## config.mk

```make
export PLATFORM = sky130hd
export DESIGN_NAME = bus_arbiter
export DESIGN_NICKNAME = d
export VERILOG_FILES = /design/src/soc_pkg.sv /design/src/bus_arbiter.sv
export SDC_FILE = /design/constraint.sdc
export NUM_CORES = 1
export LEC_CHECK = 0
export BUFFER_PORTS_ARGS = -buffer_cell sky130_fd_sc_hd__buf_2
export CAP_MARGIN = 20
export CELL_PAD_IN_SITES_DETAIL_PLACEMENT = 1
export CELL_PAD_IN_SITES_GLOBAL_PLACEMENT = 2
export CORE_MARGIN = 4
export CORE_UTILIZATION = 10
export DETAILED_ROUTE_END_ITERATION = 7
export GPL_TIMING_DRIVEN = 0
export MAX_ROUTING_LAYER = met4
export PLACE_DENSITY_LB_ADDON = 0.1
export SYNTH_ARGS = -nofsm -noshare
export SYNTH_HDL_FRONTEND = slang
export SYNTH_SLANG_ARGS = --single-unit
```

## constraint.sdc

```tcl
create_clock -name wb_clk -period 2 [get_ports wb_clk]
set_input_delay 0.3 -clock wb_clk [delete_from_list [all_inputs] [get_ports wb_clk]]
set_output_delay 0.3 -clock wb_clk [all_outputs]
set_load 0.05 [all_outputs]
```

## src/soc_pkg.sv

```systemverilog
`default_nettype none

package soc_pkg;

   // Request from one bus master, held stable while cyc is high until ack
   typedef struct packed {
      logic [31:0] adr;
      logic [31:0] dat;
      logic [3:0]  sel;
      logic        we;
      logic        cyc;
   } wb_req_t;

   // Response back to a master. rdt is only meaningful while ack is high
   typedef struct packed {
      logic [31:0] rdt;
      logic        ack;
   } wb_rsp_t;

   // Destination of the access currently on the shared bus
   typedef enum logic [1:0] {
      TGT_MEM,
      TGT_GPIO,
      TGT_TIMER,
      TGT_NONE
   } target_e;

   // Regions are selected by address bits 31:30
   localparam logic [1:0] ADDR_MEM   = 2'd0;
   localparam logic [1:0] ADDR_GPIO  = 2'd1;
   localparam logic [1:0] ADDR_TIMER = 2'd2;

   // Word offset 0 of the timer region is mtime, offset 1 is mtimecmp
   localparam logic TIMER_CMP_OFS = 1'b1;

endpackage

`default_nettype wire

```

## src/bus_arbiter.sv

```systemverilog
`default_nettype none
`timescale 1ns/1ps

module bus_arbiter (
   input  wire               wb_clk,
   input  wire               i_rst,
   input  wire soc_pkg::wb_req_t i_ibus,
   input  wire soc_pkg::wb_req_t i_dbus,
   output soc_pkg::wb_rsp_t  o_ibus_rsp,
   output soc_pkg::wb_rsp_t  o_dbus_rsp,
   output soc_pkg::wb_req_t  o_req,
   input  wire soc_pkg::wb_rsp_t i_rsp
);
   import soc_pkg::*;

   typedef enum logic {
      OWN_IBUS,
      OWN_DBUS
   } owner_e;

   owner_e  owner_q;
   owner_e  owner_sel;
   logic    busy_q;
   wb_req_t ibus_req;

   // The instruction port only fetches
   always_comb begin
      ibus_req     = i_ibus;
      ibus_req.dat = '0;
      ibus_req.sel = '0;
      ibus_req.we  = 1'b0;
   end

   // An idle bus is handed over in the same cycle so an access costs one wait cycle
   always_comb begin
      if (busy_q) begin
         owner_sel = owner_q;
      end else if (i_ibus.cyc) begin
         owner_sel = OWN_IBUS;
      end else begin
         owner_sel = OWN_DBUS;
      end
   end

   always_comb begin
      o_req      = (owner_sel == OWN_IBUS) ? ibus_req : i_dbus;
      o_ibus_rsp = '0;
      o_dbus_rsp = '0;
      if (owner_sel == OWN_IBUS) begin
         o_ibus_rsp = i_rsp;
      end else begin
         o_dbus_rsp = i_rsp;
      end
   end

   always_ff @(posedge wb_clk) begin
      if (i_rst) begin
         busy_q  <= 1'b0;
         owner_q <= OWN_IBUS;
      end else if (!busy_q) begin
         if (o_req.cyc) begin
            busy_q  <= 1'b1;
            owner_q <= owner_sel;  // Locked until the target answers
         end
      end else if (i_rsp.ack) begin
         busy_q <= 1'b0;
      end
   end

   // A master waiting behind an open access must never take over the bus
   a_owner_held: assert property (@(posedge wb_clk) disable iff (i_rst)
      (busy_q && !i_rsp.ack) |=> (owner_q == $past(owner_q)));

endmodule

`default_nettype wire

```

# Yosys cells after proc, flatten, opt, wreduce, memory -nomap -nowiden
# Index checks and enable logic that the tools add are counted.
dict set report word_totals {
  register_bits 2
  latch_bits 0
  ramBits 0
  mem_bits_ro 0
  input_bits 175
  out_inout_bits 136
  elab_cells 12
  mem_count 0
}
dict set report op_classes {
  add_sub_neg 0
  n_mul 0
  div 0
  order_cmp 0
  n_eq_ne 0
  shift 0
  muxes 8
  bitwise 1
  n_reduce_logical 1
}
# op count
set ops {}
lappend ops {{$mux 70} 1}
lappend ops {{$mux 33} 2}
lappend ops {{$mux 1} 5}
lappend ops {{$reduce_and 2->1} 1}
lappend ops {{$not 1->1} 1}

# Depth between registers and ports, before layout
dict set report depth {
  word_depth 5
  mapped_depth 5
  depth_no_buf 3
}

# Worst setup path before layout
# OpenSTA, ideal clock, no wires.
dict set report synth_path {
  path_kind {flip-flop to output port}
  start {register busy_q}
  end {output o_ibus_rsp[10] (netlist name)}
  arrival_ns 1.515
  slack_ns 0.185
  path_stages_with_launch 5
  n_path_buf 1
  cell_sequence {dfxtp_1 -> nor2b_2 -> a21oi_4 -> buf_2 -> nor2b_1}
}
# item line_no
set synth_rtl {}
lappend synth_rtl {{start: declaration} bus_arbiter.sv:23} ;# logic busy_q;
lappend synth_rtl {{start signal: assignment} bus_arbiter.sv:58} ;# busy_q <= 1'b0;
lappend synth_rtl {{start signal: assignment} bus_arbiter.sv:62} ;# busy_q <= 1'b1;
lappend synth_rtl {{start signal: assignment} bus_arbiter.sv:66} ;# busy_q <= 1'b0;
lappend synth_rtl {{end: declaration} bus_arbiter.sv:9} ;# output soc_pkg::wb_rsp_t o_ibus_rsp,

==> out/qor.yml <==
status: "completed"
crit_type: "reg2out"
cts_root_buffer: "clkbuf_16"
drive_gt1_share_pct: 73.2
maxSlewHeadroom_pct: 81.5
fin_crit_ns: 1.95
hold_path_class: "in2reg"
clkLatencyLatePin_ns: 0.22
fp-row-count: 40
design_area_um2: 3080
num-fill-cells: 1561
dr.first_iter.drc_count: 37
die_w_um: 120
setup_viol_count_final: 0
cts_tree: "done"
yosysSeqAreaShare_pct: 3.22
wirelength_um: 7940
nNetsFinal: 618
drtPass1Iterations: 3
remaining_drc_errors: 0
fin_skew_ns: 0.00193
gp_congestion: 0.734
yosys-top-cells-area: "and2_1 35%, mux2_2 24%, nor2b_1 17%"
post_dp_cell_area_um2: 2820
clock_sinks: 2
antenna_found_initial: 0
synth_warnings: 0
drtAntennaViolNets: 0
max_cap_viol_count: 0
multiInputGateArea_um2: 1080
critPathRequiredTime_ns: 1.70
fmax_mhz: 514
cts_buffers: 3
syn-num-nets: 337
grt_pass1_wl_um: 11700
crit_path_end_kind: "output pin"
rsz0062_at_grt: "yes"
ctsHoldBuffers: 0
r2r_setup_slack_ns: 1.23
grt_pass1_vias: 2284
post-dp-hpwl_um: 7170
layout.area.seq_um2: 43.8
die_h_um: 120
startpoint_type: "flip-flop"
gr-total-overflow: 0
power.leakage_nw: 1.75
ys_ff_latch: 2
critPathArrivalTime_ns: 1.65
drv_slew: 0
syn_area_per_cell_um2: 7.68
vias: 2185
n_antenna_cell: 0
setup_slack_ns: 0.0550
syn_area_um2: 1240
synth.top_cell.area_share_pct: 35.2
start_util_pct: 10.3
ys_types: 18
grt_max_degree: 11
vias_per_cell: 3.59
peakVddDrop_v: 0.000259
synth_area_leader_cell: "and2_1"
clockBufferDepth: 2
power_density_nw_per_um2: 672
cts.clk_slew.worst_paths_ns: 0.03
synthesis.instances: 162
cts_max_level: 1
grt_usage_pct: 10.4
place_worst_setup_slack_ns: -0.120
io_pins: 311
die_area_um2: 14300
core_um2: 12100
worst-path-max-fanout: 10
syn_to_final_growth_pct: 148
hold_viol: 0
port_buffers: 273
finalCritPeriodShare_pct: 97.3
holdWs_ns: 0.259
routedWlPerCell_um: 13.0
worstMarginPinSlew_ns: 0.279
-- layout make-up --
class | count | area share (%)
clock buffers | 3 | 2.44
well taps | 168 | 6.82
flip-flops and latches | 2 | 1.42
inverters | 2 | 0.244
repair buffers | 276 | 49.6
plain buffers | 14 | 4.51
multi-input cells | 144 | 35.0
-- per-stage QoR --
step / instances / power, mW / setup TNS [ns] / utilization (%)
final: 609 / 2.07 / 0 / 25.4
after floorplan: 162 / 1.28 / 0 / -
after detailed placement: 603 / 1.71 / -4.75 / 23.3
after global placement: 603 / 1.71 / -1.35 / 23.3
after CTS: 609 / 2.05 / 0 / 24.6
after global routing: 609 / 2.18 / -0.134 / 25.4
-- where the power goes --
group	internal, mW	total, mW	switching [mW]
Sequential	0.0434	0.0488	0.00531
Clock	0.254	0.298	0.0440
Combinational	0.533	1.72	1.19
Total	0.831	2.07	1.24
-- cell families (layout without fill, tap and decap cells) --
family / count (synthesis) / count (layout) / synth area share (%)
and+or+nand+nor: 107 / 107 / 54.0
muxes: 32 / 32 / 29.0
buffers and inverters: 16 / 295 / 10.6
AOI/OAI and AO/OA: 5 / 5 / 3.22
DFF: 2 / 2 / 3.22
-- cells in the mapped netlist --
cell      number
a31oi_1        1
nor3b_1        1
a21oi_1        1
and2_1        70
a21oi_4        1
inv_1          2
mux2_2        27
nand2b_1       1
buf_2          3
clkbuf_1       2
nor3_1         1
o21ai_0        1
dfxtp_1        2
a211oi_1       1
nor2b_2        1
buf_6          9
nor2b_1       33
mux2_1         5
-- placed cells by master, fill, tap and decap left out, types with 2 or more instances in the layout --
master       n
clkbuf_4    11
buf_4       34
clkbuf_16    3
buf_12       2
buf_2      230
nor2b_1     33
buf_6       10
mux2_2      27
inv_1        2
mux2_1       5
and2_1      70
clkbuf_2     2
-- timing repair --
| item | 4_1_cts | 5_1_grt |
|---|---|---|
| endpoints found under the setup margin | 132 | 84 |
| setup buffers | 3 | 0 |
| endpoints found under the hold margin | 0 | 0 |
| gates resized for setup | 22 | 53 |
-- flip-flops by register name, indices dropped and copies added, names as in the netlist --
signal and cells:
owner_q 1, busy_q 1
-- final timing paths --
check,depth (start not counted),endpoint,startpoint
setup / recovery,6,o_req[66],busy_q
hold / removal,2,busy_q,i_rst
setup reg to reg,2,owner_q,busy_q
hold reg to reg,1,busy_q,busy_q
-- worst max-delay path: stages, from the launching register on --
cell and delay [ns]:
dfxtp_4 0.39, nor2b_4 0.06, a21oi_4 0.14, buf_4 0.16, buf_6 0.14, mux2_2 0.35, buf_4 0.19
-- routing by layer --
layer	GRT usage, %	part of all wire [%]
met4	1.22	0.74
met1	10.6	34
met3	3.16	11
met2	20.1	54
met5	-	0
(Power assumes the default switching activity.)
