===== src/soc_pkg.sv =====
`default_nettype none

package soc_pkg;

   // Request from one bus master, held stable while cyc is high until ack
   typedef struct packed {
      logic [31:0] adr;
      logic [31:0] dat;
      logic [3:0]  sel;
      logic        we;
      logic        cyc;
   } wb_req_t;

   // Response back to a master. rdt is only meaningful while ack is high
   typedef struct packed {
      logic [31:0] rdt;
      logic        ack;
   } wb_rsp_t;

   // Destination of the access currently on the shared bus
   typedef enum logic [1:0] {
      TGT_MEM,
      TGT_GPIO,
      TGT_TIMER,
      TGT_NONE
   } target_e;

   // Regions are selected by address bits 31:30
   localparam logic [1:0] ADDR_MEM   = 2'd0;
   localparam logic [1:0] ADDR_GPIO  = 2'd1;
   localparam logic [1:0] ADDR_TIMER = 2'd2;

   // Word offset 0 of the timer region is mtime, offset 1 is mtimecmp
   localparam logic TIMER_CMP_OFS = 1'b1;

endpackage

`default_nettype wire


===== src/bus_decoder.sv =====
`default_nettype none
`timescale 1ns/1ps

module bus_decoder (
   input  wire               wb_clk,
   input  wire               i_rst,
   input  wire soc_pkg::wb_req_t i_req,
   output soc_pkg::wb_rsp_t  o_rsp,
   output logic              o_mem_cyc,
   output logic              o_periph_cyc,
   output soc_pkg::target_e  o_target,
   input  wire [31:0]        i_mem_rdt,
   input  wire [31:0]        i_periph_rdt
);
   import soc_pkg::*;

   target_e     tgt_dec;
   target_e     target_q;
   logic        ack_q;
   logic        strobe;
   logic [31:0] rdt_mux;

   always_comb begin
      case (i_req.adr[31:30])
         ADDR_MEM:   tgt_dec = TGT_MEM;
         ADDR_GPIO:  tgt_dec = TGT_GPIO;
         ADDR_TIMER: tgt_dec = TGT_TIMER;
         default:    tgt_dec = TGT_NONE;
      endcase
   end

   // Targets see a single strobe in the first cycle of each access
   assign strobe       = i_req.cyc && !ack_q;
   assign o_mem_cyc    = strobe && (tgt_dec == TGT_MEM);
   assign o_periph_cyc = strobe && ((tgt_dec == TGT_GPIO) || (tgt_dec == TGT_TIMER));
   assign o_target     = tgt_dec;

   // Unmapped accesses still complete so a master cannot hang
   always_ff @(posedge wb_clk) begin
      if (i_rst) begin
         ack_q    <= 1'b0;
         target_q <= TGT_NONE;
      end else begin
         ack_q <= strobe;
         if (strobe) begin
            target_q <= tgt_dec;
         end
      end
   end

   // Both targets register their read word at the strobe edge
   always_comb begin
      rdt_mux = '0;
      if (ack_q) begin
         case (target_q)
            TGT_MEM:   rdt_mux = i_mem_rdt;
            TGT_GPIO:  rdt_mux = i_periph_rdt;
            TGT_TIMER: rdt_mux = i_periph_rdt;
            default:   rdt_mux = '0;
         endcase
      end
   end

   assign o_rsp = '{rdt: rdt_mux, ack: ack_q};

   // The master sees ack and moves on, so a second ack would complete a phantom access
   a_ack_single: assert property (@(posedge wb_clk) disable iff (i_rst)
      ack_q |=> !ack_q);

endmodule

`default_nettype wire


===== config.mk =====
export PLATFORM = sky130hd
export DESIGN_NAME = bus_decoder
export DESIGN_NICKNAME = d
export VERILOG_FILES = /design/src/soc_pkg.sv /design/src/bus_decoder.sv
export SDC_FILE = /design/constraint.sdc
export NUM_CORES = 1
export LEC_CHECK = 0
export BUFFER_PORTS_ARGS = -buffer_cell sky130_fd_sc_hd__clkbuf_2
export CAP_MARGIN = 10
export CORE_AREA = 2 2 67 69
export DETAILED_ROUTE_END_ITERATION = 6
export DIE_AREA = 0 0 69 71
export GPL_TIMING_DRIVEN = 0
export HOLD_SLACK_MARGIN = 0.02
export PLACE_DENSITY = 0.71
export RECOVER_POWER = 25
export SLEW_MARGIN = 20
export SYNTH_ARGS = -nofsm -noshare
export SYNTH_HDL_FRONTEND = slang
export SYNTH_SLANG_ARGS = --single-unit

===== constraint.sdc =====
create_clock -name wb_clk -period 1 [get_ports wb_clk]
set_input_delay 0 -clock wb_clk [delete_from_list [all_inputs] [get_ports wb_clk]]
set_output_delay 0 -clock wb_clk [all_outputs]
set_load 0.01 [all_outputs]

-- Word-level counts from Yosys, hierarchy flattened
Cells that the tools add are included.
- flip-flop bits (word level): 3
- input port bits: 136
- output and inout bits: 37
- word-level logic and storage cells: 20
- eq/ne operators: 6
- mux-type cells: 3
- reduce and logical (&&, ||, !) cells: 9
- operator list (cell ; count):
    one-hot mux 32 bit (2 select lines) ; 1
    2-to-1 mux 32 bit ; 1
    equality test 2 x 1 -> 1 bit (second input constant) ; 3
    equality test 2 bit (second input constant) ; 3
    zero test 2 bit ; 3
    one-hot mux 2 bit (3 select lines) ; 1
    logical AND 1 bit ; 3
    OR reduction 2 bit ; 1
    zero test 1 bit ; 1
    logical OR 1 bit ; 1

-- Logic depth before layout (Yosys ltp)
Gate-level depths: netlist (run 1).
- word-level depth: 5
- depth in mapped cells: 5
- depth with buffers taken out: 5

-- Least setup slack after synthesis (run 1)
OpenSTA, ideal clock, no wires.
- path type: reg2out
- start point: register target_q[0]
- end point: output o_rsp[10] (netlist bit)
- arrival: 1.134 ns
- required time: 1.000 ns
- path slack: -0.134 ns
- cell stages (with the launch flop): 6
- path buffers: 1
- cells stage by stage: dfxtp_1 -> inv_1 -> ha_1 -> buf_2 -> a22oi_1 -> nor2_1
- RTL lines (item ; RTL line ; RTL):
    start: declaration ; bus_decoder.sv:18 ; target_e target_q;
    start signal: assignment ; bus_decoder.sv:46 ; target_q <= tgt_dec;
    end: declaration ; bus_decoder.sv:8 ; output soc_pkg::wb_rsp_t o_rsp,

==> results of run 1 <==
through the flow:
step | hold slack (ns) | cell area [µm²] | TNS, ns
2_1_floorplan | 0.0724 | 930 | -0.208
3_3_place_gp | 0.201 | 1520 | -4.44
3_5_place_dp | 0.205 | 1520 | -5.04
4_1_cts | 0.165 | 1600 | -12.69
5_1_grt | 0.187 | 1640 | -14.90
6_report | 0.172 | 1640 | -12.16
cell families (layout without fill, tap and decap cells):
| logic type | Yosys count | after routing | synth area share, % |
|---|---|---|---|
| compound gates | 34 | 34 | 40.2 |
| simple gates | 41 | 41 | 27.1 |
| fa+ha+maj | 6 | 6 | 11.7 |
| buf+inv | 16 | 126 | 11.5 |
| flops | 3 | 3 | 9.38 |
registers in the layout (all words and copies together) (netlist names):
signal and flops:
target_q 2, ack_q 1
area by class of cell:
cell class | count | area, µm²
fill | 446 | 2560
buffer | 10 | 123
inverter | 6 | 22.5
sequential | 3 | 66.3
timing repair buffer | 106 | 534
multi-input combinational | 81 | 785
tap | 52 | 65.1
clock buffer | 4 | 45.0
worst min-delay path by stage:
| stage | cells past startpoint | to |
|---|---|---|
| 2_1_floorplan | 1 | ack_q |
| 3_3_place_gp | 2 | ack_q |
| 3_5_place_dp | 2 | ack_q |
| 4_1_cts | 3 | ack_q |
| 5_1_grt | 3 | ack_q |
| 6_report | 3 | ack_q |
power by group through the flow:
stage / Clock [W] / Sequential (W) / Combinational (W)
after floorplan: 0 / 0.000141 / 0.000453
after global placement: 0 / 0.000142 / 0.000680
after detailed placement: 0 / 0.000142 / 0.000694
after CTS: 0.000372 / 0.000141 / 0.000718
after global routing: 0.000384 / 0.000141 / 0.000815
final: 0.000357 / 0.000140 / 0.000741
cell usage in the layout, fill, tap and decap left out, types with 3 or more instances in the layout:
master     n
buf_2     18
inv_1      4
a22oi_1    6
clkbuf_2  88
a22oi_2   26
nor2_2    21
clkbuf_8   3
ha_1       5
nor2_1     4
nor2_4    10
metal layers:
layer	vias to the layer above	share of wire, %	global-route usage (%)
met5	-	0	0
met4	0	1.2	3.27
met3	7	11	3.99
met2	72	46	21.2
met1	482	41	14.8
li1	576	-	-
synth_stat cells:
cell type	n	area share [%]
nor2_1	35	21
nand2b_1	1	0.98
dfxtp_1	3	9.4
a22oi_1	32	37
a211o_1	2	2.7
clkbuf_1	1	0.59
buf_4	1	1.2
or2b_4	1	1.8
inv_1	6	3.5
nor2b_1	2	2.0
buf_2	8	6.3
ha_1	6	12
or2_1	2	2.0
worst register-to-register path, delay by kind of cell (launching register included):
family | cells | cell delay [ns]
AOI/OAI and AO/OA | 1 | 0.25
and+or+nand+nor | 1 | 0.28
DFF | 1 | 0.34
timing repair:
item,in CTS,in global routing
gates resized for setup,5,27
pin swaps,1,4
endpoints found under the setup margin,36,35
endpoints found under the hold margin,3,0
hold buffers,1,0
==> impl_metrics.ini, run 1 <==
[sta]
hold_viol = 0
max_freq_mhz = 704
clock_skew_ns = 0.000644
rsz0062_at_grt = true
finalCriticalPeriod_ns = 1.42
fin_ws_ns = -0.421
worst_pin_slew_ns = 0.286
timing.final.crit_share_pct = 142
setup_viol = 34
maxSlewHeadroom_pct = 81.0
slew_violations = 0

[hold_path]
hp-start = i_req[0]
hold_path.class = primary input to register

[layout]
final_util_pct = 39.0
syn_to_final_growth_pct = 156
drive_above_1_share_pct = 86.7
finalNetCount = 353
antennaDiodeCount = 0
instances_no_fill = 262

[worst_setup_path]
setup.worst_path.end_class = output port
reg2reg_to = target_q[1]
crit_arrival_ns = 1.42
critPathBufInv = 3
r2r_cells = 2
crit_chain = inv_2, ha_4, buf_8, a22oi_2, nor2_4, clkbuf_2
slowest_delay_ns = 0.34
timing.rr.start = ack_q
cp.required_ns = 1.00
r2r_setup_slack_ns = 0.01
worst_setup_path_start_kind = register
worstPathMaxFanout = 10
path_delay_family = flip-flops
path_class = register to output port
slowest_stage = dfxtp_2
crit_end = o_rsp[18]
cp_num_cells = 6
cp-startpoint = target_q[0]

[place]
routabilityCongestion = 0.700
dp_cells = 257
port_buffers = 105
hpwlAfterDp_um = 2450
place_ws_ns = -0.208

[synthesis]
syn_avg_cell_area_um2 = 6.41
synth_area_um2 = 641
synth_cell_types = 13
syn-num-nets = 242
synth-seq-cells = 3
netlist_instances = 100
ys_seq_area_share_pct = 9.38
yosysWarningCount = 0

[routing]
wirelength_um = 2900
vias = 1137
drcViolationCount = 0
final_antenna_net_count = 0
drt_iter0_markers = 12
wl_per_cell_um = 11.0
first_pass_iters = 4
vias_per_cell = 4.34

[clocking]
clk_latency_ns = 0.22
numCtsBuffers = 3
clk_pin_slew_worst_paths_ns = 0.03
clockBufferDepth = 2
cts-root-buf = clkbuf_8
cts_sinks = 3
postCtsSetupRepairBufs = 0
cts_tree = done
cts_max_level = 1

[power_and_ir_drop]
power_w = 0.00124
p_comb_share_pct = 59.9
internal_power_w = 0.000790
swShare_pct = 36.2
clockPowerShare_pct = 28.8
seq_power_share_pct = 11.3
power_switching_w = 0.000448
p_leak_nw = 0.779
power_density_mw_per_mm2 = 755
peakVddDrop_v = 0.000807

[global_route]
grt.total_usage_pct = 12.3
antenna_found_initial = 0
grt_pass1_vias = 1154
grt_max_degree = 11
grt_pass1_wl_um = 5020
grt.overflow.total = 0

[floorplanning]
num_rows = 24
start_util_pct = 15.2
boundaryPins = 173
coreArea_mm2 = 0.00420
die_area_mm2 = 0.00490
fp.dieW_um = 69
die_y_um = 71

[job]
max_cap_viol_count = 0

[outcome]
status = complete, but fails checks
violations = negative setup slack
Note: power is estimated with default switching activity, not from simulation.
==> run 2: changes to the inputs <==
--- a/config.mk
+++ b/config.mk
@@ -14,6 +14,7 @@
 export HOLD_SLACK_MARGIN = 0.02
 export PLACE_DENSITY = 0.71
 export RECOVER_POWER = 25
+export SETUP_SLACK_MARGIN = 0.1
 export SLEW_MARGIN = 20
 export SYNTH_ARGS = -nofsm -noshare
 export SYNTH_HDL_FRONTEND = slang
==> constraint.sdc (replaced) <==
create_clock -name wb_clk -period 1 [get_ports wb_clk]
set_input_delay 0.2 -clock wb_clk [delete_from_list [all_inputs] [get_ports wb_clk]]
set_output_delay 0.2 -clock wb_clk [all_outputs]
set_load 0.01 [all_outputs]
==> impl_metrics.ini, run 2 (synthesized netlist as in run 1, its figures left out) <==
[clocking]
clockBufferDepth = 2
postCtsHoldBufs = 0
numCtsBuffers = 3
clk_pin_slew_worst_paths_ns = 0.03
cts_tree = done
clk_latency_ns = 0.21
cts-root-buf = clkbuf_8
cts_max_level = 1
cts_sinks = 3

[worst_setup_path]
crit_arrival_ns = 1.42
path_delay_family = buffers and inverters
worst_setup_path_start_kind = register
worstPathMaxFanout = 10
setup.worst_path.end_class = output port
cp.required_ns = 0.80
slowest_stage = dfxtp_2
crit_chain = inv_2, ha_4, buf_8, a22oi_1, nor2_2, buf_2
critPathBufInv = 3
path_class = register to output port
slowest_delay_ns = 0.33

[floorplanning]
coreArea_mm2 = 0.00420
die_area_mm2 = 0.00490
start_util_pct = 15.2
num_rows = 24
boundaryPins = 173
die_y_um = 71
fp.dieW_um = 69

[sta]
rsz0062_at_grt = true
hold_viol = 0
slew_violations = 0
timing.final.crit_share_pct = 162
clock_skew_ns = 0.00154
whs_ns = 0.174
maxSlewHeadroom_pct = 81.7
fin_ws_ns = -0.617
finalCriticalPeriod_ns = 1.62
max_freq_mhz = 618
worst_pin_slew_ns = 0.274
setup_viol = 38
totalNegativeSetupSlack_ns = -19.25

[routing]
wirelength_um = 3100
vias = 1177
wl_met3_um = 308
final_antenna_net_count = 0
drcViolationCount = 0
met1_length_um = 1180
vias_per_cell = 4.48
drt_iter0_markers = 26
first_pass_iters = 4
route.met2.wl_um = 1580
highest_layer = met4
wl_per_cell_um = 11.8

[place]
dp_cells = 257
hpwlAfterDp_um = 2490
port_buffers = 105
routabilityCongestion = 0.717

[global_route]
grt.total_usage_pct = 12.0
antenna_found_initial = 0
grt_pass1_wl_um = 4980
grt_max_degree = 11
grt_pass1_vias = 1147
grt.overflow.total = 0

[layout]
finalNetCount = 354
largest_reg_flops = 2
drive_above_1_share_pct = 90.0
instances_no_fill = 263
antennaDiodeCount = 0
final_common_cell = clkbuf_2
final_cell_mix = clkbuf_2, a22oi_2, nor2_2
final_util_pct = 42.5
reg_top3 = target_q x2, ack_q x1
largest_register = target_q
syn_to_final_growth_pct = 179

[power_and_ir_drop]
p_leak_nw = 0.819
peakVddDrop_v = 0.00102
power_density_mw_per_mm2 = 728

[hold_path]
hold_path.class = primary input to register

[outcome]
violations = negative setup slack
status = complete, but fails checks

[job]
max_cap_viol_count = 0
run 2: cell type report:
| class | count | area (µm²) |
|---|---|---|
| Sequential cell | 3 | 66.3 |
| Tap cell | 52 | 65.1 |
| Fill cell | 422 | 2420 |
| Buffer | 9 | 110 |
| Multi-Input combinational cell | 81 | 826 |
| Inverter | 6 | 47.5 |
| Timing Repair Buffer | 108 | 627 |
| Clock buffer | 4 | 45.0 |
run 2: worst paths after layout:
kind / from / to / slack [ns] / depth (start not counted)
hold reg to reg: target_q[1] / target_q[1] / 0.48 / 1
setup / recovery: target_q[1] / o_rsp[28] / -0.62 / 6
setup reg to reg: ack_q / target_q[0] / -0.22 / 3
hold / removal: i_rst / ack_q / 0.17 / 2
run 2: timing repair:
item                                    in CTS  in global routing
gates resized for setup                     16                 31
endpoints found under the setup margin      39                 40
setup buffers                                2                  1
gates cloned                                 0                  0
pin swaps                                    5                  3
run 2: routing by layer:
layer | vias up | global-route usage [%]
li1 | 582 | -
met1 | 520 | 13.8
met2 | 71 | 22.5
met3 | 4 | 3.13
met4 | 0 | 2.40
met5 | - | 0
run 2: stage by stage:
step | total power (W) | cell area, µm² | setup slack [ns]
final | 0.00130 | 1790 | -0.617
after global routing | 0.00139 | 1790 | -0.687
after CTS | 0.00129 | 1740 | -0.615
after detailed placement | 0.000874 | 1600 | -0.396
after global placement | 0.000860 | 1600 | -0.399
after floorplan | 0.000618 | 1010 | -0.217
run 2: power by group:
| part | switching [W] | leakage, nW | internal [W] |
|---|---|---|---|
| clock network | 0.0000778 | 0.0228 | 0.000272 |
| logic | 0.000382 | 0.772 | 0.000430 |
| registers | 0.00000943 | 0.0250 | 0.000130 |
| total | 0.000469 | 0.819 | 0.000832 |
==> run 3: changes to the inputs <==
--- a/config.mk
+++ b/config.mk
@@ -8,6 +8,7 @@
 export BUFFER_PORTS_ARGS = -buffer_cell sky130_fd_sc_hd__clkbuf_2
 export CAP_MARGIN = 10
 export CORE_AREA = 2 2 67 69
+export CTS_BUF_LIST = sky130_fd_sc_hd__clkbuf_4 sky130_fd_sc_hd__clkbuf_8 sky130_fd_sc_hd__clkbuf_16
 export DETAILED_ROUTE_END_ITERATION = 6
 export DIE_AREA = 0 0 69 71
 export GPL_TIMING_DRIVEN = 0
==> impl_metrics.ini, run 3 (synthesized netlist as in run 1, its figures left out) <==
[outcome]
violations = negative setup slack
status = complete, but fails checks

[global_route]
antenna_found_initial = 0
grt.overflow.total = 0
grt_pass1_wl_um = 4980
grt_pass1_vias = 1147
grt.total_usage_pct = 12.0
grt_max_degree = 11

[worst_setup_path]
slowest_stage = dfxtp_2
slowest_delay_ns = 0.33
path_class = register to output port
critPathBufInv = 3
path_delay_family = buffers and inverters
timing.rr.start = ack_q
crit_arrival_ns = 1.42
worst_setup_path_start_kind = register
setup.worst_path.end_class = output port
cp.required_ns = 0.80
crit_chain = inv_2, ha_4, buf_8, a22oi_1, nor2_2, buf_2
reg2reg_to = target_q[0]
r2r_setup_slack_ns = -0.22
worstPathMaxFanout = 10
r2r_cells = 3

[routing]
wl_per_cell_um = 11.8
final_antenna_net_count = 0
vias_per_cell = 4.48
vias = 1178
wirelength_um = 3100
first_pass_iters = 4
drt_iter0_markers = 26
drcViolationCount = 0

[clocking]
cts_max_level = 1
cts_sinks = 3
clk_latency_ns = 0.21
postCtsHoldBufs = 0
numCtsBuffers = 3
clockBufferDepth = 2
cts-root-buf = clkbuf_8
clk_pin_slew_worst_paths_ns = 0.03
cts_tree = done

[hold_path]
hp-start = i_rst
min_to = ack_q
hold_depth = 2
hold_path.class = primary input to register

[layout]
reg_top3 = target_q x2, ack_q x1
fill_cells = 422
syn_to_final_growth_pct = 179
largest_reg_flops = 2
antennaDiodeCount = 0
final_cell_mix = clkbuf_2, a22oi_2, nor2_2
largest_register = target_q
finalNetCount = 354
final_common_cell = clkbuf_2
drive_above_1_share_pct = 90.5
instances_no_fill = 263

[sta]
finalCriticalPeriod_ns = 1.62
maxSlewHeadroom_pct = 81.7
whs_ns = 0.175
max_freq_mhz = 619
hold_viol = 0
slew_violations = 0
worst_pin_slew_ns = 0.274
clock_skew_ns = 0.00149
rsz0062_at_grt = true
timing.final.crit_share_pct = 162
fin_ws_ns = -0.616
setup_viol = 38

[floorplanning]
boundaryPins = 173
die_area_mm2 = 0.00490
fp.dieW_um = 69
die_y_um = 71
coreArea_mm2 = 0.00420
start_util_pct = 15.2
num_rows = 24

[place]
port_buffers = 105
routabilityCongestion = 0.717
dp_cells = 257
hpwlAfterDp_um = 2490

[power_and_ir_drop]
power_density_mw_per_mm2 = 741
peakVddDrop_v = 0.00103
p_leak_nw = 0.823
power_w = 0.00133

[job]
max_cap_viol_count = 0
==> run 3: cell type report <==
type	instances	area, µm²	area share, %
clock buffers	4	48.8	2.73
flip-flops and latches	3	66.3	3.70
plain buffers	9	110	6.15
inverters	6	47.5	2.66
repair buffers	108	627	35.0
multi-input cells	81	826	46.1
well taps	52	65.1	3.63
==> run 3: metal layers <==
metal	global-route usage (%)	part of all wire [%]	wire, µm	vias to the layer above
li1	-	-	-	582
met1	13.8	38	1180	521
met2	22.5	51	1590	71
met3	3.13	9.7	302	4
met4	2.40	0.87	27	0
met5	0	0	0	-
==> run 3: stage by stage <==
stage	setup TNS, ns	cell area, µm²	setup WS (ns)	util, %
final	-19.23	1790	-0.616	42.6
after global routing	-21.85	1790	-0.687	42.6
after CTS	-19.51	1750	-0.615	41.6
after detailed placement	-12.59	1600	-0.396	38.1
after global placement	-12.19	1600	-0.399	38.1
after floorplan	-6.47	1010	-0.217	-
==> run 3: timing repair <==
action | 4_1_cts | 5_1_grt
setup buffers | 2 | 1
pin swaps | 5 | 3
cloned | 0 | 0
resized for setup | 16 | 31
setup endpoints to repair | 39 | 40
==> run 3: how the worst max path moves through the flow <==
| stage | depth (start not counted) | slack, ns | end | startpoint |
|---|---|---|---|---|
| 3_5_place_dp | 6 | -0.40 | o_rsp[31] | target_q[1] |
| 6_report | 6 | -0.62 | o_rsp[28] | target_q[1] |
| 4_1_cts | 6 | -0.62 | o_rsp[12] | target_q[0] |
| 5_1_grt | 6 | -0.69 | o_rsp[12] | target_q[0] |
| 2_1_floorplan | 5 | -0.22 | o_rsp[12] | target_q[1] |
| 3_3_place_gp | 6 | -0.40 | o_rsp[31] | target_q[1] |
==> run 3: where the power goes <==
group          switching (W)  internal [W]  leakage [nW]  total (W)
Combinational       0.000382      0.000430         0.772   0.000812
Clock              0.0000769      0.000299        0.0262   0.000376
Sequential        0.00000943      0.000130        0.0250   0.000140
