### config.mk
export PLATFORM = sky130hd
export DESIGN_NAME = sys_periph
export DESIGN_NICKNAME = d
export VERILOG_FILES = /design/src/soc_pkg.sv /design/src/sys_periph.sv
export SDC_FILE = /design/constraint.sdc
export NUM_CORES = 1
export LEC_CHECK = 0
export BUFFER_PORTS_ARGS = -buffer_cell sky130_fd_sc_hd__buf_4
export CORE_ASPECT_RATIO = 0.6
export CORE_UTILIZATION = 30
export DETAILED_ROUTE_END_ITERATION = 12
export PLACE_DENSITY = 0.57
export SLEW_MARGIN = 40
export SYNTH_ARGS = -nofsm -noshare
export SYNTH_HDL_FRONTEND = slang
export SYNTH_SLANG_ARGS = --single-unit
export TNS_END_PERCENT = 1
### constraint.sdc
create_clock -name wb_clk -period 1.9 [get_ports wb_clk]
set_input_delay 0.19 -clock wb_clk [delete_from_list [all_inputs] [get_ports wb_clk]]
set_output_delay 0.19 -clock wb_clk [all_outputs]
set_load 0.01 [all_outputs]
### src/soc_pkg.sv
`default_nettype none

package soc_pkg;

   // Request from one bus master, held stable while cyc is high until ack
   typedef struct packed {
      logic [31:0] adr;
      logic [31:0] dat;
      logic [3:0]  sel;
      logic        we;
      logic        cyc;
   } wb_req_t;

   // Response back to a master. rdt is only meaningful while ack is high
   typedef struct packed {
      logic [31:0] rdt;
      logic        ack;
   } wb_rsp_t;

   // Destination of the access currently on the shared bus
   typedef enum logic [1:0] {
      TGT_MEM,
      TGT_GPIO,
      TGT_TIMER,
      TGT_NONE
   } target_e;

   // Regions are selected by address bits 31:30
   localparam logic [1:0] ADDR_MEM   = 2'd0;
   localparam logic [1:0] ADDR_GPIO  = 2'd1;
   localparam logic [1:0] ADDR_TIMER = 2'd2;

   // Word offset 0 of the timer region is mtime, offset 1 is mtimecmp
   localparam logic TIMER_CMP_OFS = 1'b1;

endpackage

`default_nettype wire

### src/sys_periph.sv
`default_nettype none
`timescale 1ns/1ps

module sys_periph #(
   parameter int GPIO_WIDTH = 8
) (
   input  wire                    wb_clk,
   input  wire                    i_rst,
   input  wire                    i_cyc,
   input  wire soc_pkg::target_e  i_target,
   input  wire                    i_we,
   input  wire                    i_word,
   input  wire [31:0]             i_dat,
   output logic [31:0]            o_rdt,
   output logic [GPIO_WIDTH-1:0]  o_gpio,
   output logic                   o_timer_irq
);
   import soc_pkg::*;

   logic [GPIO_WIDTH-1:0] gpio_q;
   logic [31:0]           mtime_q;
   logic [31:0]           mtimecmp_q;
   logic [31:0]           gpio_ext;
   logic                  irq_q;
   logic                  gpio_wr;
   logic                  cmp_wr;

   assign gpio_wr  = i_cyc && i_we && (i_target == TGT_GPIO);
   assign cmp_wr   = i_cyc && i_we && (i_target == TGT_TIMER) && (i_word == TIMER_CMP_OFS);
   assign gpio_ext = 32'(gpio_q);

   always_ff @(posedge wb_clk) begin
      if (i_rst) begin
         gpio_q     <= '0;
         mtime_q    <= '0;
         mtimecmp_q <= '1;  // No interrupt until software programs a deadline
         irq_q      <= 1'b0;
      end else begin
         mtime_q <= mtime_q + 32'd1;
         irq_q   <= (mtime_q >= mtimecmp_q);
         if (gpio_wr) begin
            gpio_q <= i_dat[GPIO_WIDTH-1:0];
         end
         if (cmp_wr) begin
            mtimecmp_q <= i_dat;
         end
      end
   end

   // mtime is free running and read only from the bus
   always_ff @(posedge wb_clk) begin
      if (i_cyc) begin
         if (i_target == TGT_GPIO) begin
            o_rdt <= gpio_ext;
         end else if (i_word == TIMER_CMP_OFS) begin
            o_rdt <= mtimecmp_q;
         end else begin
            o_rdt <= mtime_q;
         end
      end
   end

   assign o_gpio      = gpio_q;
   assign o_timer_irq = irq_q;

endmodule

`default_nettype wire

# After elaboration in Yosys (flattened, before gate mapping)
# Cells that the tools add are included.
op_classes:
  add_sub_neg: 1
  magnitude_cmp: 1
  eq_ne: 2
  mux: 2
  reduce_logical: 4
op_table:
  columns: ["cell", "n"]
  rows:
  - ["$add 32x1->32 const B", 1]
  - ["$ge 32x32->1", 1]
  - ["$mux 32", 1]
  - ["$mux 8", 1]
  - ["$logic_and 1x1->1", 4]
  - ["$eq 2x1->1 const B", 1]
  - ["$eq 2x2->1 const B", 1]
totals:
  regBits: 105
  in_bits: 39

# Logic depth before layout (Yosys ltp)
# Gate-level depths: netlist of the first run.
depth:
  ltp_word: 3
  ltp_mapped: 7
  ltp_nobuf: 7

# Worst setup path after synthesis of the first run
# Ideal clock, no wire load.
synth_timing:
  kind: "reg-to-reg"
  startpoint: "register mtime_q[0]"
  endpoint: "register mtime_q[28]"
  arrival_time_ps: 1556
  required_ps: 1779
  slack_ps: 224
  stages_incl_launch_ff: 7
  path_buffers: 0
  cell_sequence: "dfxtp_1 ha_1 nand4_1 nor2_1 nand2_1 nor3_1 mux2_2"
synth_between:
  elab_chain_cells: 1
synth_lines:
  columns: ["element", "line", "source"]
  rows:
  - ["start, declared", "sys_periph.sv:21", "logic [31:0] mtime_q;"]
  - ["start signal, assigned", "sys_periph.sv:39", "mtime_q <= mtime_q + 32'd1;"]
  - ["$add 32x1->32", "sys_periph.sv:39", null]
# Every way passes these cells.
# A chain may end at the register's enable or synchronous reset.

# Worst setup path after layout of the first run
layout_timing:
  startpoint: "register mtimecmp_q[13]"
  endpoint: "register irq_q, in the netlist o_timer_irq"
layout_between:
  elab_chain_cells: 1
layout_lines:
  columns: ["element", "line", "source"]
  rows:
  - ["start, declared", "sys_periph.sv:22", "logic [31:0] mtimecmp_q;"]
  - ["start signal, assigned", "sys_periph.sv:45", "mtimecmp_q <= i_dat;"]
  - ["$ge 32x32->1", "sys_periph.sv:40", "irq_q <= (mtime_q >= mtimecmp_q);"]
  - ["end signal, assigned", "sys_periph.sv:40", null]
  - ["end, declared", "sys_periph.sv:24", "logic irq_q;"]
# Every way passes these cells.

==> flow_summary.yaml, run 1 <==
synthesis:
  ys_ff_latch: 105
  async_reset_ff_frac: 0
  synth_edf_count: 32
  syn_inst: 525
  yosysTopAreaCellShare: 0.2853
  ys_seq_area_frac: 0.4729
  yosysTopAreaCell: "dfxtp_1"
  yosysMostFrequentCell: "nor2_1"
  synth_warnings: 0
  synth.avg_cell_area_sq_um: 9.757
  syn_nets: 597
  yosysUniqueCellTypes: 48
  synth_ff_type: "dfxtp_1"
  ys_top_cells_by_area: "dfxtp_1 (29%), edfxtp_1 (19%), ha_1 (8.1%)"
  synthTopCellsByCount: "nor2_1 (89), dfxtp_1 (73), nand2_1 (38)"
  syn_area_sq_um: 5122
floorplan:
  die_h_microns: 103.2
  core_area_sq_um: 16440
  start_util: 0.3116
  die_w_microns: 170.7
  core.rowCount: 36
  io_pins: 80
  dieArea_sq_um: 17620
setup_path:
  arrival_ps: 2110
  end_kind: "flop"
  startpoint_type: "flop"
  cp_max_fo: 2
  worstPathRequired_ps: 2120
  critPathKind: "reg2reg"
detailed_routing:
  route.detailed.drc: 0
  drt-total-wl_microns: 12910
  drt_iter0_drc: 201
  first_pass_iters: 4
  routedWlPerCell_microns: 15.13
  via_count: 3982
  viasPerCell: 4.668
  ant_nets: 0
run_status:
  status: "finished, final reports clean"
sta:
  setup_violations: 0
  period_share: 0.9958
  final_max_slew_viol_count: 0
  period_minus_slack_ps: 1892
  rsz0062_at_grt: "yes"
  max_freq_mhz: 528.5
  holdWs_ps: 40.54
  fin_worst_skew_ps: 9.630
  hold_viol: 0
  slew_headroom: 0.5960
  tightestPinTransition_ps: 606.0
  setup_ws_ps: 7.994
placed_design:
  routabilityCongestion: 0.8017
  post-place-ws_ps: -347.2
  port_buffers: 79
  dp_hpwl_microns: 9461
  dp_cells: 836
power_and_ir_drop:
  cellLeakagePower_nw: 3.003
  clock_power_share: 0.376
  p_seq_frac: 0.533
  p_sw_frac: 0.2371
  p_int_mw: 3.466
  total_power_mw: 4.543
  power.density_nw_per_um2: 704.0
  combPwrFrac: 0.091
  p_sw_mw: 1.077
  vdd_drop_max_v: 0.0003396
min_path:
  hold_class: "in2reg"
global_route:
  grt_overflow: 0
  grt_pass1_vias: 3965
  grt_pass1_wl_microns: 20620
  antenna_found_initial: 0
  grt_use_total: 0.1535
  grt_start_max_net_pins: 33
finish:
  fin_nets: 692
  fin_cells: 853
  final_util: 0.3925
  n_antenna_cell: 0
  drive_gt1_frac: 0.2448
  final.fill_count: 1628
  area_growth_pct: 25.99
clock_tree:
  cts_tree: "built"
  hold_buffers: 0
  worstSkewPairLatency_ps: 350
  cts.sinks: 105
  clock-root-buffer: "clkbuf_16"
  numCtsBuffers: 9
  clockBufferDepth: 2
  path_clk_slew_ps: 70
  htree_levels: 3
job:
  max-cap-violations: 0
[per-layer routing]
metal,wire (microns),global-route usage,up-vias
met2,5628,0.2396,78
met5,0,0,-
met3,461,0.03843,6
li1,-,-,2034
met4,89,0.03673,0
met1,6731,0.2132,1864
[power by group through the flow]
stage,sequential (mW),combinational (mW),clock (mW)
2_1_floorplan,2.49,0.170,0
3_3_place_gp,2.47,0.409,0
3_5_place_dp,2.47,0.415,0
4_1_cts,2.42,0.418,1.76
5_1_grt,2.43,0.455,1.84
6_report,2.42,0.411,1.71
[final timing paths]
path	depth (start not counted)	endpoint	startpoint	slack [ps]
worst min register to register	1	mtime_q[0]	mtime_q[0]	460
worst max register to register	7	o_timer_irq	mtimecmp_q[13]	8
worst min-delay path	2	mtimecmp_q[10]	i_dat[10]	40
worst max-delay path	7	o_timer_irq	mtimecmp_q[13]	8
[area by class of cell]
class	instances	area, sq um	area share
repair buffers	109	843.3	0.1307
multi-input cells	359	2491	0.3860
clock inverters	6	35.03	0.005428
flip-flops and latches	105	2435	0.3773
well taps	228	285.3	0.04420
inverters	36	135.1	0.02094
clock buffers	10	229.0	0.03548
[logic make-up after synthesis]
logic type / count (synthesis) / share of synthesized area
AO/OA/AOI/OAI: 79 / 0.1087
multiplexers: 34 / 0.06693
XOR/XNOR: 23 / 0.03933
buffers and inverters: 61 / 0.04959
flip-flops: 105 / 0.4729
AND/OR/NAND/NOR: 190 / 0.1820
adder cells (fa/ha/maj): 33 / 0.08061
[state kept, by name, indices dropped and copies added (netlist names)]
| name | cells |
|---|---|
| o_gpio | 8 |
| o_rdt | 32 |
| mtimecmp_q | 32 |
| mtime_q | 32 |
| o_timer_irq | 1 |
[worst max-delay path, cell delays in order, from the launching register on]
cell and delay (ps):
dfxtp_1 330, inv_1 60, ha_1 300, a211oi_1 220, nor2_1 90, a211o_1 300
a311oi_4 360, o21ai_1 100
[cells in the final DEF, fill, tap and decap left out, types with 5 or more instances in the layout]
cell / instances
buf_4: 107
nor2_1: 88
dfxtp_1: 63
nand2_1: 38
inv_1: 36
a211o_1: 33
mux2i_1: 32
ha_1: 32
edfxtp_1: 32
a21oi_1: 18
xor2_1: 16
o21ai_0: 14
nand3_1: 13
nand4_1: 11
dfxtp_2: 10
clkbuf_16: 9
xnor2_1: 7
and4_1: 6
nor2b_1: 5
[through the flow]
step	cell area [sq um]	TNS [ps]
final	6454	0
after global routing	6454	-37.09
after CTS	6422	0
after detailed placement	6135	-347.2
after global placement	6135	-260.4
after floorplan	5122	0
[repair_timing]
action / in CTS / in global routing
buffers inserted: 0 / 1
setup endpoints to repair: 1 / 4
resized for setup: 6 / 13
pin swaps: 1 / 4
Power figures use the tool's default switching activity.
==> run 2, diff against run 1 <==
PLACE_DENSITY = not set   (was 0.57)
PLACE_DENSITY_LB_ADDON = 0.15   (was not set)
SETUP_SLACK_MARGIN = 0.4   (was not set)
SLEW_MARGIN = not set   (was 40)
==> run 2 against run 1 <==
- non-clock buffer count up 10
- maximum frequency grew 13%
- first-iteration DRC count increased by 9.0%
==> flow_summary.yaml, run 2 (synthesis results as in run 1) <==
run_status:
  status: "finished, final reports clean"
floorplan:
  io_pins: 80
  die_w_microns: 170.7
  dieArea_sq_um: 17620
  start_util: 0.3116
  core_area_sq_um: 16440
  die_h_microns: 103.2
  core.rowCount: 36
finish:
  reg_top3: "mtime_q (32), mtimecmp_q (32), o_rdt (32)"
  n_antenna_cell: 0
  final.fill_count: 1618
  final_cell_mix: "buf_4 (118), nor2_1 (86), dfxtp_1 (47)"
  finish.instance_area_sq_um: 6785
  area_growth_pct: 32.46
  mostFrequentLayoutCell: "buf_4"
  drive_gt1_frac: 0.3244
  fin_nets: 702
detailed_routing:
  ant_nets: 0
  drt-total-wl_microns: 13300
  first_pass_iters: 4
  routedWlPerCell_microns: 15.41
  drt_iter0_drc: 219
  route.detailed.drc: 0
  viasPerCell: 4.660
  via_count: 4022
sta:
  final_max_slew_viol_count: 0
  hold_viol: 0
  slew_headroom: 0.7222
  rsz0062_at_grt: "yes"
  max_freq_mhz: 596.2
  setup_violations: 0
  setup_ws_ps: 222.8
  period_minus_slack_ps: 1677
  fin_worst_skew_ps: 8.622
  period_share: 0.8827
  tightestPinTransition_ps: 416.7
setup_path:
  r2r_setup_slack_ps: 220
  critPathBufInv: 1
  r2r-start: "mtimecmp_q[14]"
  arrival_ps: 1910
  cpLargestDelayFamily: "compound AO/OA/AOI/OAI gates"
  crit_slowest_cell: "dfxtp_2"
  path_cells: "inv_1 -> ha_4 -> nand4_1 -> nor2_2 -> a211o_1 -> a311oi_2 -> o21ai_1"
  reg2reg_to: "o_timer_irq"
  cp_max_fo: 2
  slowest_delay_ps: 320
  worstPathRequired_ps: 2130
  startpoint_type: "flop"
  critPathKind: "reg2reg"
  end_kind: "flop"
  reg2reg_depth: 7
clock_tree:
  path_clk_slew_ps: 70
  clockBufferDepth: 2
  htree_levels: 3
  cts_tree: "built"
  cts.sinks: 105
  worstSkewPairLatency_ps: 350
  numCtsBuffers: 9
  clock-root-buffer: "clkbuf_16"
  hold_buffers: 0
power_and_ir_drop:
  p_seq_frac: 0.521
  vdd_drop_max_v: 0.0003460
  combPwrFrac: 0.094
  power.density_nw_per_um2: 682.2
  p_sw_mw: 1.089
  cellLeakagePower_nw: 3.022
  p_sw_frac: 0.2353
  p_int_mw: 3.540
  clock_power_share: 0.385
min_path:
  hp-start: "i_dat[16]"
  hold_class: "in2reg"
  whs_endpoint: "mtimecmp_q[16]"
  min_path_cells: 2
global_route:
  grt_overflow: 0
  grt_pass1_wl_microns: 21090
  grt_use_total: 0.1589
  grt_pass1_vias: 3937
  grt_start_max_net_pins: 65
  antenna_found_initial: 0
placed_design:
  dpl_cell_area_sq_um: 6153
  port_buffers: 79
  post-place-ws_ps: -112.2
  dp_hpwl_microns: 9217
  routabilityCongestion: 0.8020
job:
  max-cap-violations: 0
## run 2: power groups by stage
stage	logic, mW	registers, mW	clock network (mW)
6_report	0.434	2.41	1.78
4_1_cts	0.439	2.42	1.84
3_5_place_dp	0.423	2.47	0
2_1_floorplan	0.172	2.50	0
5_1_grt	0.482	2.42	1.91
3_3_place_gp	0.416	2.47	0
## run 2: final cells by class
| class | count | area (sq um) | area share |
|---|---|---|---|
| clock inverters | 3 | 15.01 | 0.002213 |
| inverters | 36 | 135.1 | 0.01992 |
| multi-input cells | 359 | 2701 | 0.3981 |
| well taps | 228 | 285.3 | 0.04204 |
| clock buffers | 13 | 260.3 | 0.03836 |
| repair buffers | 119 | 905.9 | 0.1335 |
| flip-flops and latches | 105 | 2482 | 0.3658 |
## run 2: metal layers
| layer | global-route usage | up-vias | wire, microns |
|---|---|---|---|
| met3 | 0.03653 | 8 | 525 |
| met5 | 0 | - | 0 |
| li1 | - | 2046 | - |
| met1 | 0.2408 | 1900 | 7469 |
| met2 | 0.2257 | 68 | 5211 |
| met4 | 0.03326 | 0 | 94 |
## run 2: worst register-to-register path: cells and delay by family, from the launching register on
family | cells | cell delay [ps]
buffers and inverters | 1 | 100
adder cells (fa/ha/maj) | 1 | 220
AND/OR/NAND/NOR | 2 | 200
AO/OA/AOI/OAI | 3 | 720
flip-flops | 1 | 320
## run 2: how the worst max path moves through the flow
| stage | startpoint | to | slack [ps] | cells past startpoint |
|---|---|---|---|---|
| 4_1_cts | mtimecmp_q[5] | o_timer_irq | 200 | 7 |
| 2_1_floorplan | mtime_q[0] | mtime_q[31] | 300 | 5 |
| 3_5_place_dp | mtime_q[0] | o_timer_irq | -110 | 7 |
| 6_report | mtimecmp_q[14] | o_timer_irq | 220 | 7 |
| 3_3_place_gp | mtime_q[0] | o_timer_irq | -2 | 7 |
| 5_1_grt | mtime_q[5] | mtime_q[27] | 140 | 7 |
## run 2: through the flow
stage	std cells	hold WS (ps)	power [mW]	utilization	TNS [ps]
finish	863	39.39	4.629	0.4127	0
global route	863	27.82	4.813	0.4127	0
CTS	860	30.44	4.691	0.4043	0
detailed placement	835	396.3	2.897	0.3743	-112.2
global placement	835	392.3	2.888	0.3743	-1.589
floorplan	525	302.5	2.669	-	0
## run 2: repair_timing
| item | CTS | global route |
|---|---|---|
| setup buffers | 9 | 3 |
| endpoints found under the setup margin | 21 | 23 |
| gates resized for setup | 40 | 25 |
| hold endpoints to repair | 0 | 0 |
| pin swaps | 11 | 8 |
==> run 3, diff against run 2 <==
PLACE_DENSITY = 0.5   (was not set)
PLACE_DENSITY_LB_ADDON = not set   (was 0.15)
==> run 3 against run 2 <==
- clock skew shrank 1.6 ps
- first-iteration DRC count down 14%
- clock-buffer cell count decreased by 4
- routed wire length down 1.3%
- clock power grew 3%
- highest routed layer unchanged
- utilization is 0.76 points lower
- register-to-register slack worse by 80 ps
- critical path depth is 1 lower
==> flow_summary.yaml, run 3 (synthesis results as in run 1) <==
run_status:
  status: "finished, final reports clean"
global_route:
  grt_use_total: 0.1568
  grt_overflow: 0
  antenna_found_initial: 0
  grt_pass1_wl_microns: 21030
  grt_start_max_net_pins: 65
  grt_pass1_vias: 3933
floorplan:
  die_h_microns: 103.2
  dieArea_sq_um: 17620
  core_area_sq_um: 16440
  core.rowCount: 36
  io_pins: 80
  start_util: 0.3116
  die_w_microns: 170.7
power_and_ir_drop:
  p_int_mw: 3.602
  p_seq_frac: 0.516
  p_sw_frac: 0.2317
  total_power_mw: 4.688
  cellLeakagePower_nw: 3.026
  p_sw_mw: 1.086
  vdd_drop_max_v: 0.0003611
  clock_power_share: 0.391
  combPwrFrac: 0.094
  power.density_nw_per_um2: 703.9
detailed_routing:
  drt_iter0_drc: 189
  route.detailed.drc: 0
  ant_nets: 0
  first_pass_iters: 4
  viasPerCell: 4.649
  drt-total-wl_microns: 13120
  via_count: 3989
  routedWlPerCell_microns: 15.30
setup_path:
  cpLargestDelayFamily: "compound AO/OA/AOI/OAI gates"
  critPathKind: "reg2reg"
  cp_max_fo: 5
  critPathBufInv: 0
  startpoint_type: "flop"
  worstPathRequired_ps: 2130
  path_cells: "ha_1 -> nand4_1 -> nor2_2 -> a211o_1 -> a311oi_4 -> o21ai_1"
  arrival_ps: 1990
  crit_slowest_cell: "dfxtp_2"
  slowest_delay_ps: 370
  end_kind: "flop"
finish:
  drive_gt1_frac: 0.2873
  mostFrequentLayoutCell: "buf_4"
  reg_top3: "mtime_q (32), mtimecmp_q (32), o_rdt (32)"
  final.fill_count: 1619
  fin_nets: 697
  final_cell_mix: "buf_4 (112), nor2_1 (86), dfxtp_1 (53)"
  final_util: 0.4051
  multi_input_area_sq_um: 2610
  n_antenna_cell: 0
  area_growth_pct: 30.02
  register_area_sq_um: 2462
sta:
  slew_headroom: 0.6941
  rsz0062_at_grt: "yes"
  max_freq_mhz: 567.6
  setup_violations: 0
  period_minus_slack_ps: 1762
  setup_ws_ps: 138.2
  hold_viol: 0
  tightestPinTransition_ps: 458.8
  period_share: 0.9272
  fin_worst_skew_ps: 7.032
  final_max_slew_viol_count: 0
  tns_ps: 0
min_path:
  hold_class: "in2reg"
clock_tree:
  path_clk_slew_ps: 70
  htree_levels: 3
  worstSkewPairLatency_ps: 350
  clock-root-buffer: "clkbuf_16"
  cts.sinks: 105
  cts_tree: "built"
  numCtsBuffers: 9
  hold_buffers: 0
  clockBufferDepth: 2
job:
  max-cap-violations: 0
placed_design:
  routabilityCongestion: 0.7731
  port_buffers: 79
  dp_hpwl_microns: 9427
  post-place-ws_ps: -317.0
==> run 3: changes by cell type in the layout (fill, tap and decap cells not counted), moves of 2 or more <==
cell      delta
dfxtp_1      +6
inv_2        -3
o21ai_1      -2
o21ai_0      +2
ha_1         +8
clkbuf_8     -2
a221oi_2     -2
clkinv_1     +2
buf_4        -6
dfxtp_4      -5
ha_4         -8
clkbuf_1     -2
inv_1        +3
==> run 3: power groups by stage <==
stage | Combinational [mW] | Clock [mW] | Sequential [mW]
3_5_place_dp | 0.422 | 0 | 2.47
4_1_cts | 0.444 | 1.89 | 2.42
5_1_grt | 0.483 | 1.96 | 2.43
6_report | 0.438 | 1.83 | 2.42
2_1_floorplan | 0.172 | 0 | 2.50
3_3_place_gp | 0.417 | 0 | 2.47
==> run 3: path summary, 6_finish.rpt <==
kind / depth (start not counted) / slack [ps] / end / start
min reg2reg: 2 / 470 / o_gpio[4] / o_gpio[4]
max reg2reg: 6 / 140 / o_timer_irq / mtime_q[9]
max: 6 / 140 / o_timer_irq / mtime_q[9]
min: 2 / 40 / mtimecmp_q[22] / i_dat[22]
==> run 3: through the flow <==
stage	hold WS (ps)	std cells	cell area, sq um
global route	32.88	858	6660
CTS	31.83	856	6603
detailed placement	396.9	834	6158
finish	40.39	858	6660
global placement	394.0	834	6158
floorplan	302.5	525	5161
==> run 3: layout make-up <==
class	instances	area share
multi-input combinational	359	0.3919
clock buffer	9	0.03382
tap	228	0.04283
inverter	36	0.02029
timing repair buffer	114	0.1323
sequential	105	0.3697
clock inverter	7	0.009205
==> run 3: repair_timing <==
action                                  in CTS  in global routing
buffers inserted                             6                  2
pin swaps                                   10                  8
resized for setup                           28                 12
endpoints found under the setup margin      23                 26
==> run 3: metal layers <==
| layer | wire length [microns] | vias up | track usage |
|---|---|---|---|
| met5 | 0 | - | 0 |
| met4 | 92 | 0 | 0.03465 |
| met3 | 559 | 11 | 0.03577 |
| met2 | 5201 | 64 | 0.2232 |
| met1 | 7270 | 1873 | 0.2372 |
| li1 | - | 2041 | - |
